File: config.mk
export PLATFORM = sky130hd
export DESIGN_NAME = stack_cpu
export DESIGN_NICKNAME = d
export VERILOG_FILES = /design/src/hw/stack_cpu_pkg.sv /design/src/hw/stack_cpu.sv /design/src/hw/control_fsm.sv /design/src/hw/mem_port.sv /design/src/hw/stack_alu.sv /design/src/hw/lifo_stack.sv
export SDC_FILE = /design/constraint.sdc
export NUM_CORES = 1
export LEC_CHECK = 0
export ABC_AREA = 1
export BUFFER_PORTS_ARGS = -buffer_cell sky130_fd_sc_hd__buf_2
export CORE_MARGIN = 5
export CORE_UTILIZATION = 35
export CTS_BUF_LIST = sky130_fd_sc_hd__clkbuf_8
export DETAILED_ROUTE_END_ITERATION = 7
export HOLD_SLACK_MARGIN = 0.02
export PLACE_DENSITY = 0.49
export SKIP_CTS_REPAIR_TIMING = 1
export SLEW_MARGIN = 20
export SYNTH_ARGS = -nofsm -noshare
export SYNTH_HDL_FRONTEND = slang
export SYNTH_SLANG_ARGS = --single-unit
File: constraint.sdc
create_clock -name clk -period 4.7 [get_ports clk]
set_input_delay 0.705 -clock clk [delete_from_list [all_inputs] [get_ports clk]]
set_output_delay 0.705 -clock clk [all_outputs]
set_load 0.01 [all_outputs]
File: src/hw/stack_cpu_pkg.sv
package stack_cpu_pkg;

    localparam int DATA_WIDTH    = 16;
    localparam int OPCODE_WIDTH  = 5;
    localparam int OPERAND_WIDTH = 11;
    localparam int ADDR_WIDTH    = 8;
    localparam int OPERAND_DEPTH = 16;
    localparam int RETURN_DEPTH  = 8;

    typedef logic [DATA_WIDTH-1:0] data_t;
    typedef logic [ADDR_WIDTH-1:0] addr_t;

    // Encoding gaps are undefined and trap
    typedef enum logic [OPCODE_WIDTH-1:0] {
        PUSH   = 5'd0,
        PUSH_I = 5'd1,
        POP    = 5'd3,
        ADD    = 5'd4,
        SUB    = 5'd5,
        AND    = 5'd8,
        OR     = 5'd10,
        XOR    = 5'd11,
        GOTO   = 5'd14,
        IF_EQ  = 5'd15,
        IF_LT  = 5'd17,
        CALL   = 5'd20,
        RET    = 5'd21
    } opcode_t;

    typedef enum logic [2:0] {
        ALU_ADD,
        ALU_SUB,
        ALU_AND,
        ALU_OR,
        ALU_XOR
    } alu_op_t;

    typedef enum logic [3:0] {
        FETCH,
        WAIT_FETCH,
        DECODE,
        LOAD_B,
        EXECUTE,
        WAIT_DATA,
        HALTED
    } cpu_state_t;

    typedef enum logic [1:0] {
        CAUSE_NONE,
        CAUSE_ILLEGAL,
        CAUSE_OVERFLOW,
        CAUSE_UNDERFLOW
    } trap_cause_t;

    typedef struct packed {
        logic  req;
        logic  write;
        addr_t addr;
        data_t wdata;
    } mem_req_t;

    // One transaction handed from the controller to a port
    typedef struct packed {
        logic  write;
        addr_t addr;
        data_t wdata;
    } mem_cmd_t;

    typedef struct packed {
        logic        halted;
        trap_cause_t cause;
    } cpu_status_t;

endpackage
File: src/hw/stack_cpu.sv
module stack_cpu import stack_cpu_pkg::*; (
    input  logic        clk,
    input  logic        reset,
    output mem_req_t    imem,
    input  logic        imem_ack,
    input  data_t       imem_rdata,
    output mem_req_t    dmem,
    input  logic        dmem_ack,
    input  data_t       dmem_rdata,
    output cpu_status_t status
);

    logic     ifetch_start;
    logic     ifetch_done;
    mem_cmd_t ifetch_cmd;
    data_t    ifetch_data;
    logic     data_start;
    logic     data_done;
    mem_cmd_t data_cmd;
    data_t    data_rdata;
    logic     opnd_push;
    logic     opnd_pop;
    data_t    opnd_wdata;
    data_t    opnd_top;
    logic     opnd_full;
    logic     opnd_empty;
    logic     ret_push;
    logic     ret_pop;
    data_t    ret_wdata;
    data_t    ret_top;
    logic     ret_full;
    logic     ret_empty;
    alu_op_t  alu_op;
    data_t    alu_a;
    data_t    alu_b;
    data_t    alu_result;

    control_fsm u_control (
        .clk          (clk),
        .reset        (reset),
        .ifetch_start (ifetch_start),
        .ifetch_cmd   (ifetch_cmd),
        .ifetch_done  (ifetch_done),
        .ifetch_data  (ifetch_data),
        .data_start   (data_start),
        .data_cmd     (data_cmd),
        .data_done    (data_done),
        .data_rdata   (data_rdata),
        .opnd_push    (opnd_push),
        .opnd_pop     (opnd_pop),
        .opnd_wdata   (opnd_wdata),
        .opnd_top     (opnd_top),
        .opnd_full    (opnd_full),
        .opnd_empty   (opnd_empty),
        .ret_push     (ret_push),
        .ret_pop      (ret_pop),
        .ret_wdata    (ret_wdata),
        .ret_top      (ret_top),
        .ret_full     (ret_full),
        .ret_empty    (ret_empty),
        .alu_op       (alu_op),
        .alu_a        (alu_a),
        .alu_b        (alu_b),
        .alu_result   (alu_result),
        .status       (status)
    );

    lifo_stack #(.DEPTH(OPERAND_DEPTH)) u_operand_stack (
        .clk   (clk),
        .reset (reset),
        .push  (opnd_push),
        .pop   (opnd_pop),
        .wdata (opnd_wdata),
        .top   (opnd_top),
        .full  (opnd_full),
        .empty (opnd_empty)
    );

    // Return addresses
    lifo_stack #(.DEPTH(RETURN_DEPTH)) u_return_stack (
        .clk   (clk),
        .reset (reset),
        .push  (ret_push),
        .pop   (ret_pop),
        .wdata (ret_wdata),
        .top   (ret_top),
        .full  (ret_full),
        .empty (ret_empty)
    );

    stack_alu u_alu (
        .op     (alu_op),
        .a      (alu_a),
        .b      (alu_b),
        .result (alu_result)
    );

    mem_port u_imem_port (
        .clk       (clk),
        .reset     (reset),
        .start     (ifetch_start),
        .cmd       (ifetch_cmd),
        .done      (ifetch_done),
        .rdata     (ifetch_data),
        .bus       (imem),
        .ack       (imem_ack),
        .bus_rdata (imem_rdata)
    );

    mem_port u_dmem_port (
        .clk       (clk),
        .reset     (reset),
        .start     (data_start),
        .cmd       (data_cmd),
        .done      (data_done),
        .rdata     (data_rdata),
        .bus       (dmem),
        .ack       (dmem_ack),
        .bus_rdata (dmem_rdata)
    );

endmodule

File: src/hw/control_fsm.sv
module control_fsm import stack_cpu_pkg::*; (
    input  logic        clk,
    input  logic        reset,
    output logic        ifetch_start,
    output mem_cmd_t    ifetch_cmd,
    input  logic        ifetch_done,
    input  data_t       ifetch_data,
    output logic        data_start,
    output mem_cmd_t    data_cmd,
    input  logic        data_done,
    input  data_t       data_rdata,
    output logic        opnd_push,
    output logic        opnd_pop,
    output data_t       opnd_wdata,
    input  data_t       opnd_top,
    input  logic        opnd_full,
    input  logic        opnd_empty,
    output logic        ret_push,
    output logic        ret_pop,
    output data_t       ret_wdata,
    input  data_t       ret_top,
    input  logic        ret_full,
    input  logic        ret_empty,
    output alu_op_t     alu_op,
    output data_t       alu_a,
    output data_t       alu_b,
    input  data_t       alu_result,
    output cpu_status_t status
);

    cpu_state_t               state;
    addr_t                    pc;
    addr_t                    pc_plus1;
    addr_t                    target;
    data_t                    ir;
    data_t                    temp_a;
    data_t                    temp_b;
    opcode_t                  opcode;
    logic [OPERAND_WIDTH-1:0] operand;
    logic                     taken;
    logic                     trap;
    trap_cause_t              trap_cause;

    assign opcode   = opcode_t'(ir[DATA_WIDTH-1 -: OPCODE_WIDTH]);
    assign operand  = ir[OPERAND_WIDTH-1:0];
    assign target   = operand[ADDR_WIDTH-1:0];
    assign pc_plus1 = pc + 1'b1;

    assign ifetch_cmd = '{write: 1'b0, addr: pc, wdata: '0};

    assign alu_a = temp_a;
    assign alu_b = temp_b;

    always_comb begin
        case (opcode)
            SUB:     alu_op = ALU_SUB;
            AND:     alu_op = ALU_AND;
            OR:      alu_op = ALU_OR;
            XOR:     alu_op = ALU_XOR;
            default: alu_op = ALU_ADD;
        endcase
    end

    // IF_LT tests the sign bit
    assign taken = (opcode == IF_EQ) ? (opnd_top == '0) : opnd_top[DATA_WIDTH-1];

    // Stack strobes and trap detection
    always_comb begin
        opnd_push  = 1'b0;
        opnd_pop   = 1'b0;
        opnd_wdata = alu_result;
        ret_push   = 1'b0;
        ret_pop    = 1'b0;
        ret_wdata  = data_t'(pc_plus1);
        trap       = 1'b0;
        trap_cause = CAUSE_NONE;
        case (state)
            DECODE: begin
                case (opcode)
                    PUSH_I: begin
                        opnd_wdata = data_t'(operand);
                        opnd_push  = !opnd_full;
                        trap       = opnd_full;
                        trap_cause = CAUSE_OVERFLOW;
                    end
                    PUSH: begin
                        // Push itself happens once the read returns
                        trap       = opnd_full;
                        trap_cause = CAUSE_OVERFLOW;
                    end
                    POP, ADD, SUB, AND, OR, XOR, IF_EQ, IF_LT: begin
                        opnd_pop   = !opnd_empty;
                        trap       = opnd_empty;
                        trap_cause = CAUSE_UNDERFLOW;
                    end
                    CALL: begin
                        ret_push   = !ret_full;
                        trap       = ret_full;
                        trap_cause = CAUSE_OVERFLOW;
                    end
                    RET: begin
                        ret_pop    = !ret_empty;
                        trap       = ret_empty;
                        trap_cause = CAUSE_UNDERFLOW;
                    end
                    GOTO: begin
                        trap = 1'b0;
                    end
                    default: begin
                        trap       = 1'b1;
                        trap_cause = CAUSE_ILLEGAL;
                    end
                endcase
            end
            LOAD_B: begin
                // Second operand, so an ALU op needs two entries
                opnd_pop   = !opnd_empty;
                trap       = opnd_empty;
                trap_cause = CAUSE_UNDERFLOW;
            end
            EXECUTE: begin
                opnd_push  = !opnd_full;
                trap       = opnd_full;
                trap_cause = CAUSE_OVERFLOW;
            end
            WAIT_DATA: begin
                opnd_wdata = data_rdata;
                opnd_push  = data_done && !data_cmd.write;
            end
            default: begin
                trap = 1'b0;
            end
        endcase
    end

    always_ff @(posedge clk) begin
        if (reset) begin
            state        <= FETCH;
            pc           <= '0;
            ifetch_start <= 1'b0;
            data_start   <= 1'b0;
            status       <= '{halted: 1'b0, cause: CAUSE_NONE};
        end else begin
            ifetch_start <= 1'b0;
            data_start   <= 1'b0;
            if (trap) begin
                state  <= HALTED;
                status <= '{halted: 1'b1, cause: trap_cause};
            end else begin
                case (state)
                    FETCH: begin
                        ifetch_start <= 1'b1;
                        state        <= WAIT_FETCH;
                    end
                    WAIT_FETCH: begin
                        if (ifetch_done) begin
                            state <= DECODE;
                        end
                    end
                    DECODE: begin
                        state <= FETCH;
                        case (opcode)
                            PUSH, POP: begin
                                data_start <= 1'b1;
                                state      <= WAIT_DATA;
                            end
                            ADD, SUB, AND, OR, XOR: begin
                                state <= LOAD_B;
                            end
                            GOTO, CALL: begin
                                pc <= target;
                            end
                            IF_EQ, IF_LT: begin
                                pc <= taken ? target : pc_plus1;
                            end
                            RET: begin
                                pc <= ret_top[ADDR_WIDTH-1:0];
                            end
                            default: begin
                                pc <= pc_plus1;
                            end
                        endcase
                    end
                    LOAD_B: begin
                        state <= EXECUTE;
                    end
                    EXECUTE: begin
                        pc    <= pc_plus1;
                        state <= FETCH;
                    end
                    WAIT_DATA: begin
                        if (data_done) begin
                            pc    <= pc_plus1;
                            state <= FETCH;
                        end
                    end
                    default: begin
                        state <= HALTED;
                    end
                endcase
            end
        end
    end

    always_ff @(posedge clk) begin
        if (state == WAIT_FETCH && ifetch_done) begin
            ir <= ifetch_data;
        end
        if (state == DECODE) begin
            temp_a   <= opnd_top;
            data_cmd <= '{write: (opcode == POP), addr: target, wdata: opnd_top};
        end
        if (state == LOAD_B) begin
            temp_b <= opnd_top;
        end
    end

    a_strobes: assert property (@(posedge clk) disable iff (reset)
        !(opnd_push && opnd_pop) && !(ret_push && ret_pop));

    a_state_legal: assert property (@(posedge clk) disable iff (reset)
        state inside {FETCH, WAIT_FETCH, DECODE, LOAD_B, EXECUTE, WAIT_DATA, HALTED});

endmodule

File: src/hw/mem_port.sv
module mem_port import stack_cpu_pkg::*; (
    input  logic     clk,
    input  logic     reset,
    input  logic     start,
    input  mem_cmd_t cmd,
    output logic     done,
    output data_t    rdata,
    output mem_req_t bus,
    input  logic     ack,
    input  data_t    bus_rdata
);

    typedef enum logic [1:0] {
        PORT_IDLE,
        PORT_REQ,
        PORT_RELEASE
    } port_state_t;

    port_state_t state;
    mem_cmd_t    cmd_q;

    always_ff @(posedge clk) begin
        if (reset) begin
            state <= PORT_IDLE;
        end else begin
            case (state)
                PORT_IDLE: begin
                    if (start) begin
                        state <= PORT_REQ;
                    end
                end
                PORT_REQ: begin
                    if (ack) begin
                        state <= PORT_RELEASE;
                    end
                end
                PORT_RELEASE: begin
                    // Wait for the memory to drop ack
                    if (!ack) begin
                        state <= PORT_IDLE;
                    end
                end
                default: begin
                    state <= PORT_IDLE;
                end
            endcase
        end
    end

    always_ff @(posedge clk) begin
        if (state == PORT_IDLE && start) begin
            cmd_q <= cmd;
        end
        if (state == PORT_REQ && ack) begin
            rdata <= bus_rdata;
        end
    end

    assign bus.req   = (state == PORT_REQ);
    assign bus.write = cmd_q.write;
    assign bus.addr  = cmd_q.addr;
    assign bus.wdata = cmd_q.wdata;

    assign done = (state == PORT_RELEASE) && !ack;

    a_start_idle: assert property (@(posedge clk) disable iff (reset)
        start |-> state == PORT_IDLE);

    a_bus_stable: assert property (@(posedge clk) disable iff (reset)
        (bus.req && !ack) |=> $stable(bus));

endmodule

File: src/hw/stack_alu.sv
module stack_alu import stack_cpu_pkg::*; (
    input  alu_op_t op,
    input  data_t   a,
    input  data_t   b,
    output data_t   result
);

    // a is the popped top, b the entry below it
    always_comb begin
        case (op)
            ALU_ADD: begin
                result = a + b;
            end
            ALU_SUB: begin
                // Wraps modulo 2**16
                result = a - b;
            end
            ALU_AND: begin
                result = a & b;
            end
            ALU_OR: begin
                result = a | b;
            end
            ALU_XOR: begin
                result = a ^ b;
            end
            default: begin
                result = '0;
            end
        endcase
    end

endmodule

File: src/hw/lifo_stack.sv
module lifo_stack import stack_cpu_pkg::*; #(
    parameter int DEPTH = OPERAND_DEPTH
) (
    input  logic  clk,
    input  logic  reset,
    input  logic  push,
    input  logic  pop,
    input  data_t wdata,
    output data_t top,
    output logic  full,
    output logic  empty
);

    localparam int IDX_WIDTH = $clog2(DEPTH);
    localparam int CNT_WIDTH = $clog2(DEPTH + 1);

    data_t                entries [DEPTH];
    logic [CNT_WIDTH-1:0] count;
    logic [IDX_WIDTH-1:0] top_idx;

    assign full  = (count == CNT_WIDTH'(DEPTH));
    assign empty = (count == '0);

    // Entry just below the count, meaningless while empty
    assign top_idx = IDX_WIDTH'(count - 1'b1);
    assign top     = entries[top_idx];

    always_ff @(posedge clk) begin
        if (reset) begin
            count <= '0;
        end else if (push && !full) begin
            count <= count + 1'b1;
        end else if (pop && !empty) begin
            count <= count - 1'b1;
        end
    end

    always_ff @(posedge clk) begin
        if (push && !full) begin
            entries[count[IDX_WIDTH-1:0]] <= wdata;
        end
    end

    a_no_push_full: assert property (@(posedge clk) disable iff (reset)
        push |-> !full);

    a_no_pop_empty: assert property (@(posedge clk) disable iff (reset)
        pop |-> !empty);

    a_one_strobe: assert property (@(posedge clk) disable iff (reset)
        !(push && pop));

endmodule

==> flow_metrics.py <==
metrics = {
    "synthesis": {
        "ys.flop_type": "edfxtp_1",
        "netlist.area_leader.share_pct": 63.0,
        "netlist_area_um2": 21100,
        "async_flop_share_pct": 0,
        "synth_area_leaders": "edfxtp_1, nand2_1, nor2_1",
        "ys_seq_area_share_pct": 65.7,
        "avgSynthCellArea_um2": 10.9,
        "synth_cell_type_count": 52,
        "synth_top_area_cell": "edfxtp_1",
        "syn_inst": 1927,
        "synth_warnings": 0,
        "ys_seq_elements": 471,
        "synth_edf_count": 442,
    },
    "timing": {
        "setup_tns_ns": 0,
        "slew_viol_final": 0,
        "fin_hold_ws_ns": 0.212,
        "period_share_pct": 88.6,
        "rsz0062_at_grt": "false",
        "setup_viol": 0,
        "max_freq_ghz": 0.240,
        "worst_slack_ns": 0.534,
        "max_slew_margin_pct": 33.1,
        "worst_slew_pin_slew_ns": 0.999,
        "hold_viol": 0,
        "fin_crit_ns": 4.17,
        "finClkSkew_ns": 0.0397,
    },
    "drt": {
        "drt-pass1-iter-count": 5,
        "drt_iter0_markers": 1245,
        "route.detailed.drc": 0,
        "ant_nets": 0,
        "wl_per_cell_um": 20.1,
        "vias": 14474,
        "routed_via_density": 4.99,
        "routed_wl_mm": 58.5,
    },
    "die": {
        "dieWidth_um": 255,
        "fp.dieH_um": 255,
        "dieArea_um2": 65200,
        "std_cell_rows": 90,
        "initial_core_util_pct": 35.1,
        "coreArea_um2": 60000,
        "io_pins": 91,
    },
    "placement": {
        "dp_cells": 2756,
        "port_buffers": 73,
        "gp_congestion": 0.842,
        "place_ws_ns": 0.517,
        "post-dp-hpwl_mm": 35.9,
    },
    "cells_and_area": {
        "synthToLayoutAreaGrowth_pct": 13.7,
        "drive_above_1_share_pct": 12.9,
        "final_common_cell": "edfxtp_1",
        "layout.nets": 2152,
        "fill_cells": 5828,
        "layout_common_cells": "edfxtp_1, nand2_1, nor2_1",
        "stdcell_count": 2903,
    },
    "grt": {
        "grt_use_total_pct": 17.4,
        "grt_pass1_wl_mm": 87.8,
        "grt_max_degree": 79,
        "grt_pass1_vias": 14014,
        "grt_remaining_overflow": 0,
        "antenna_found_initial": 2,
    },
    "pwr": {
        "power_density_nw_per_um2": 575,
        "vdd_drop_max_mv": 0.206,
        "p_leak_uw": 0.00922,
        "power_uw": 13800,
    },
    "clock_tree": {
        "clkSlewWorstSetupHoldPaths_ns": 0.06,
        "cts.htree.levels": 3,
        "cts_num_sinks": 471,
        "clockBufferDepth": 3,
        "cts_made_buffers": 83,
        "cts_tree": "yes",
        "clock_latency_ns": 0.67,
        "cts-root-buf": "clkbuf_8",
    },
    "worst_setup_path": {
        "endpoint_kind": "flop",
        "critPathRequiredTime_ns": 5.06,
        "crit_type": "reg2reg",
        "arrival_ns": 4.53,
        "cp-start-kind": "flop",
        "crit_fanout": 16,
    },
    "status": {
        "outcome": "complete, no violations",
    },
    "run": {
        "drv_cap": 0,
    },
    "worst_hold_path": {
        "worstHoldPathType": "in2reg",
    },
}
## power breakdown
part / switching, µW / leakage, µW / internal [µW] / total, µW
combinational: 3280 / 0.00412 / 1150 / 4430
clock: 1700 / 0.000874 / 1810 / 3500
sequential: 207 / 0.00423 / 5640 / 5850
## cells in the mapped netlist (2+ instances only)
cell       instances
edfxtp_1         442
nand2_1          311
nor2_1           293
o21ai_0          169
inv_1            168
nand3_1          162
ha_1              56
a21oi_1           40
clkbuf_1          32
buf_2             30
dfxtp_1           29
buf_4             23
nor3_1            22
xor2_1            21
o211ai_1          19
o221ai_1          12
o22ai_1           10
nand2_2            9
o21ai_1            9
a221oi_1           8
o21a_1             5
a31oi_1            4
buf_6              4
nand4_1            4
nor2_2             4
o2111ai_1          4
a211oi_1           3
inv_2              3
buf_1              2
inv_4              2
nand2_4            2
nand3_2            2
nand3_4            2
nand3b_1           2
xnor2_1            2
## critical path, cell delays in order (launching register included)
cell and delay [ns]:
edfxtp_1 0.42, inv_1 0.14, nand3_1 0.11, nor2_1 0.16, nand3_1 0.12, nor3_1 0.21
nand2_1 0.11, o21ai_0 0.24, o21ai_0 0.16, xor2_1 0.17, ha_1 0.34, inv_1 0.09
nor3_1 0.29, nand3_1 0.15, nand3_1 0.10, nand2_1 0.05, o21ai_0 0.35, a32o_1 0.66
## per-stage QoR
step,util [%],area (µm²)
2_1_floorplan,-,21100
3_3_place_gp,37.4,22400
3_5_place_dp,37.4,22400
4_1_cts,39.9,24000
5_1_grt,39.9,24000
6_report,39.9,24000
## final timing paths
check,startpoint,endpoint,slack [ns],cells past startpoint
max,u_control.alu_b[0]$_DFFE_PP_,u_operand_stack.entries[4][14]$_DFFE_PP_,0.53,17
min reg2reg,u_control.data_cmd[18]$_DFFE_PP_,u_dmem_port.bus[18]$_DFFE_PP_,0.41,0
min,dmem_rdata[15],u_dmem_port.rdata[15]$_DFFE_PP_,0.21,1
max reg2reg,u_control.alu_b[0]$_DFFE_PP_,u_operand_stack.entries[4][14]$_DFFE_PP_,0.53,17
## final cells by class
type	instances	area, µm²	area share [%]
clock inverters	60	323	1.35
repair buffers	123	753	3.14
well taps	782	978	4.08
diodes	1	2.50	0.0104
multi-input cells	1205	6190	25.9
inverters	175	667	2.78
flip-flops and latches	471	13900	57.8
clock buffers	86	1180	4.94
## cells by family (layout without fill, tap and decap cells)
family | after synthesis | count (layout) | share of synthesized area, %
AO/OA/AOI/OAI | 288 | 288 | 7.77
XOR/XNOR | 25 | 25 | 1.11
adder cells (fa/ha/maj) | 57 | 57 | 3.42
buffers and inverters | 267 | 444 | 5.59
flip-flops | 471 | 471 | 65.7
other | 1 | 18 | 0.0178
AND/OR/NAND/NOR | 818 | 818 | 16.3
## registers in the layout, indices dropped and copies added, names as in the netlist, 5 cells and up
signal / count
u_control.alu_b: 16
u_control.data_cmd: 25
u_control.ir: 16
u_control.pc: 8
u_dmem_port.bus: 25
u_dmem_port.rdata: 16
u_imem_port.bus: 8
u_imem_port.rdata: 16
u_operand_stack.count: 5
u_operand_stack.entries: 256
u_return_stack.entries: 64
## routing by layer
| layer | share of wire [%] | up-vias | track usage [%] | wire length, µm |
|---|---|---|---|---|
| li1 | - | 6900 | - | - |
| met5 | 0 | - | 0 | 0 |
| met3 | 5.6 | 85 | 3.27 | 3290 |
| met1 | 46 | 7069 | 24.7 | 27100 |
| met2 | 46 | 420 | 27.5 | 26900 |
| met4 | 2.1 | 0 | 5.23 | 1210 |
Power figures use the tool's default switching activity.
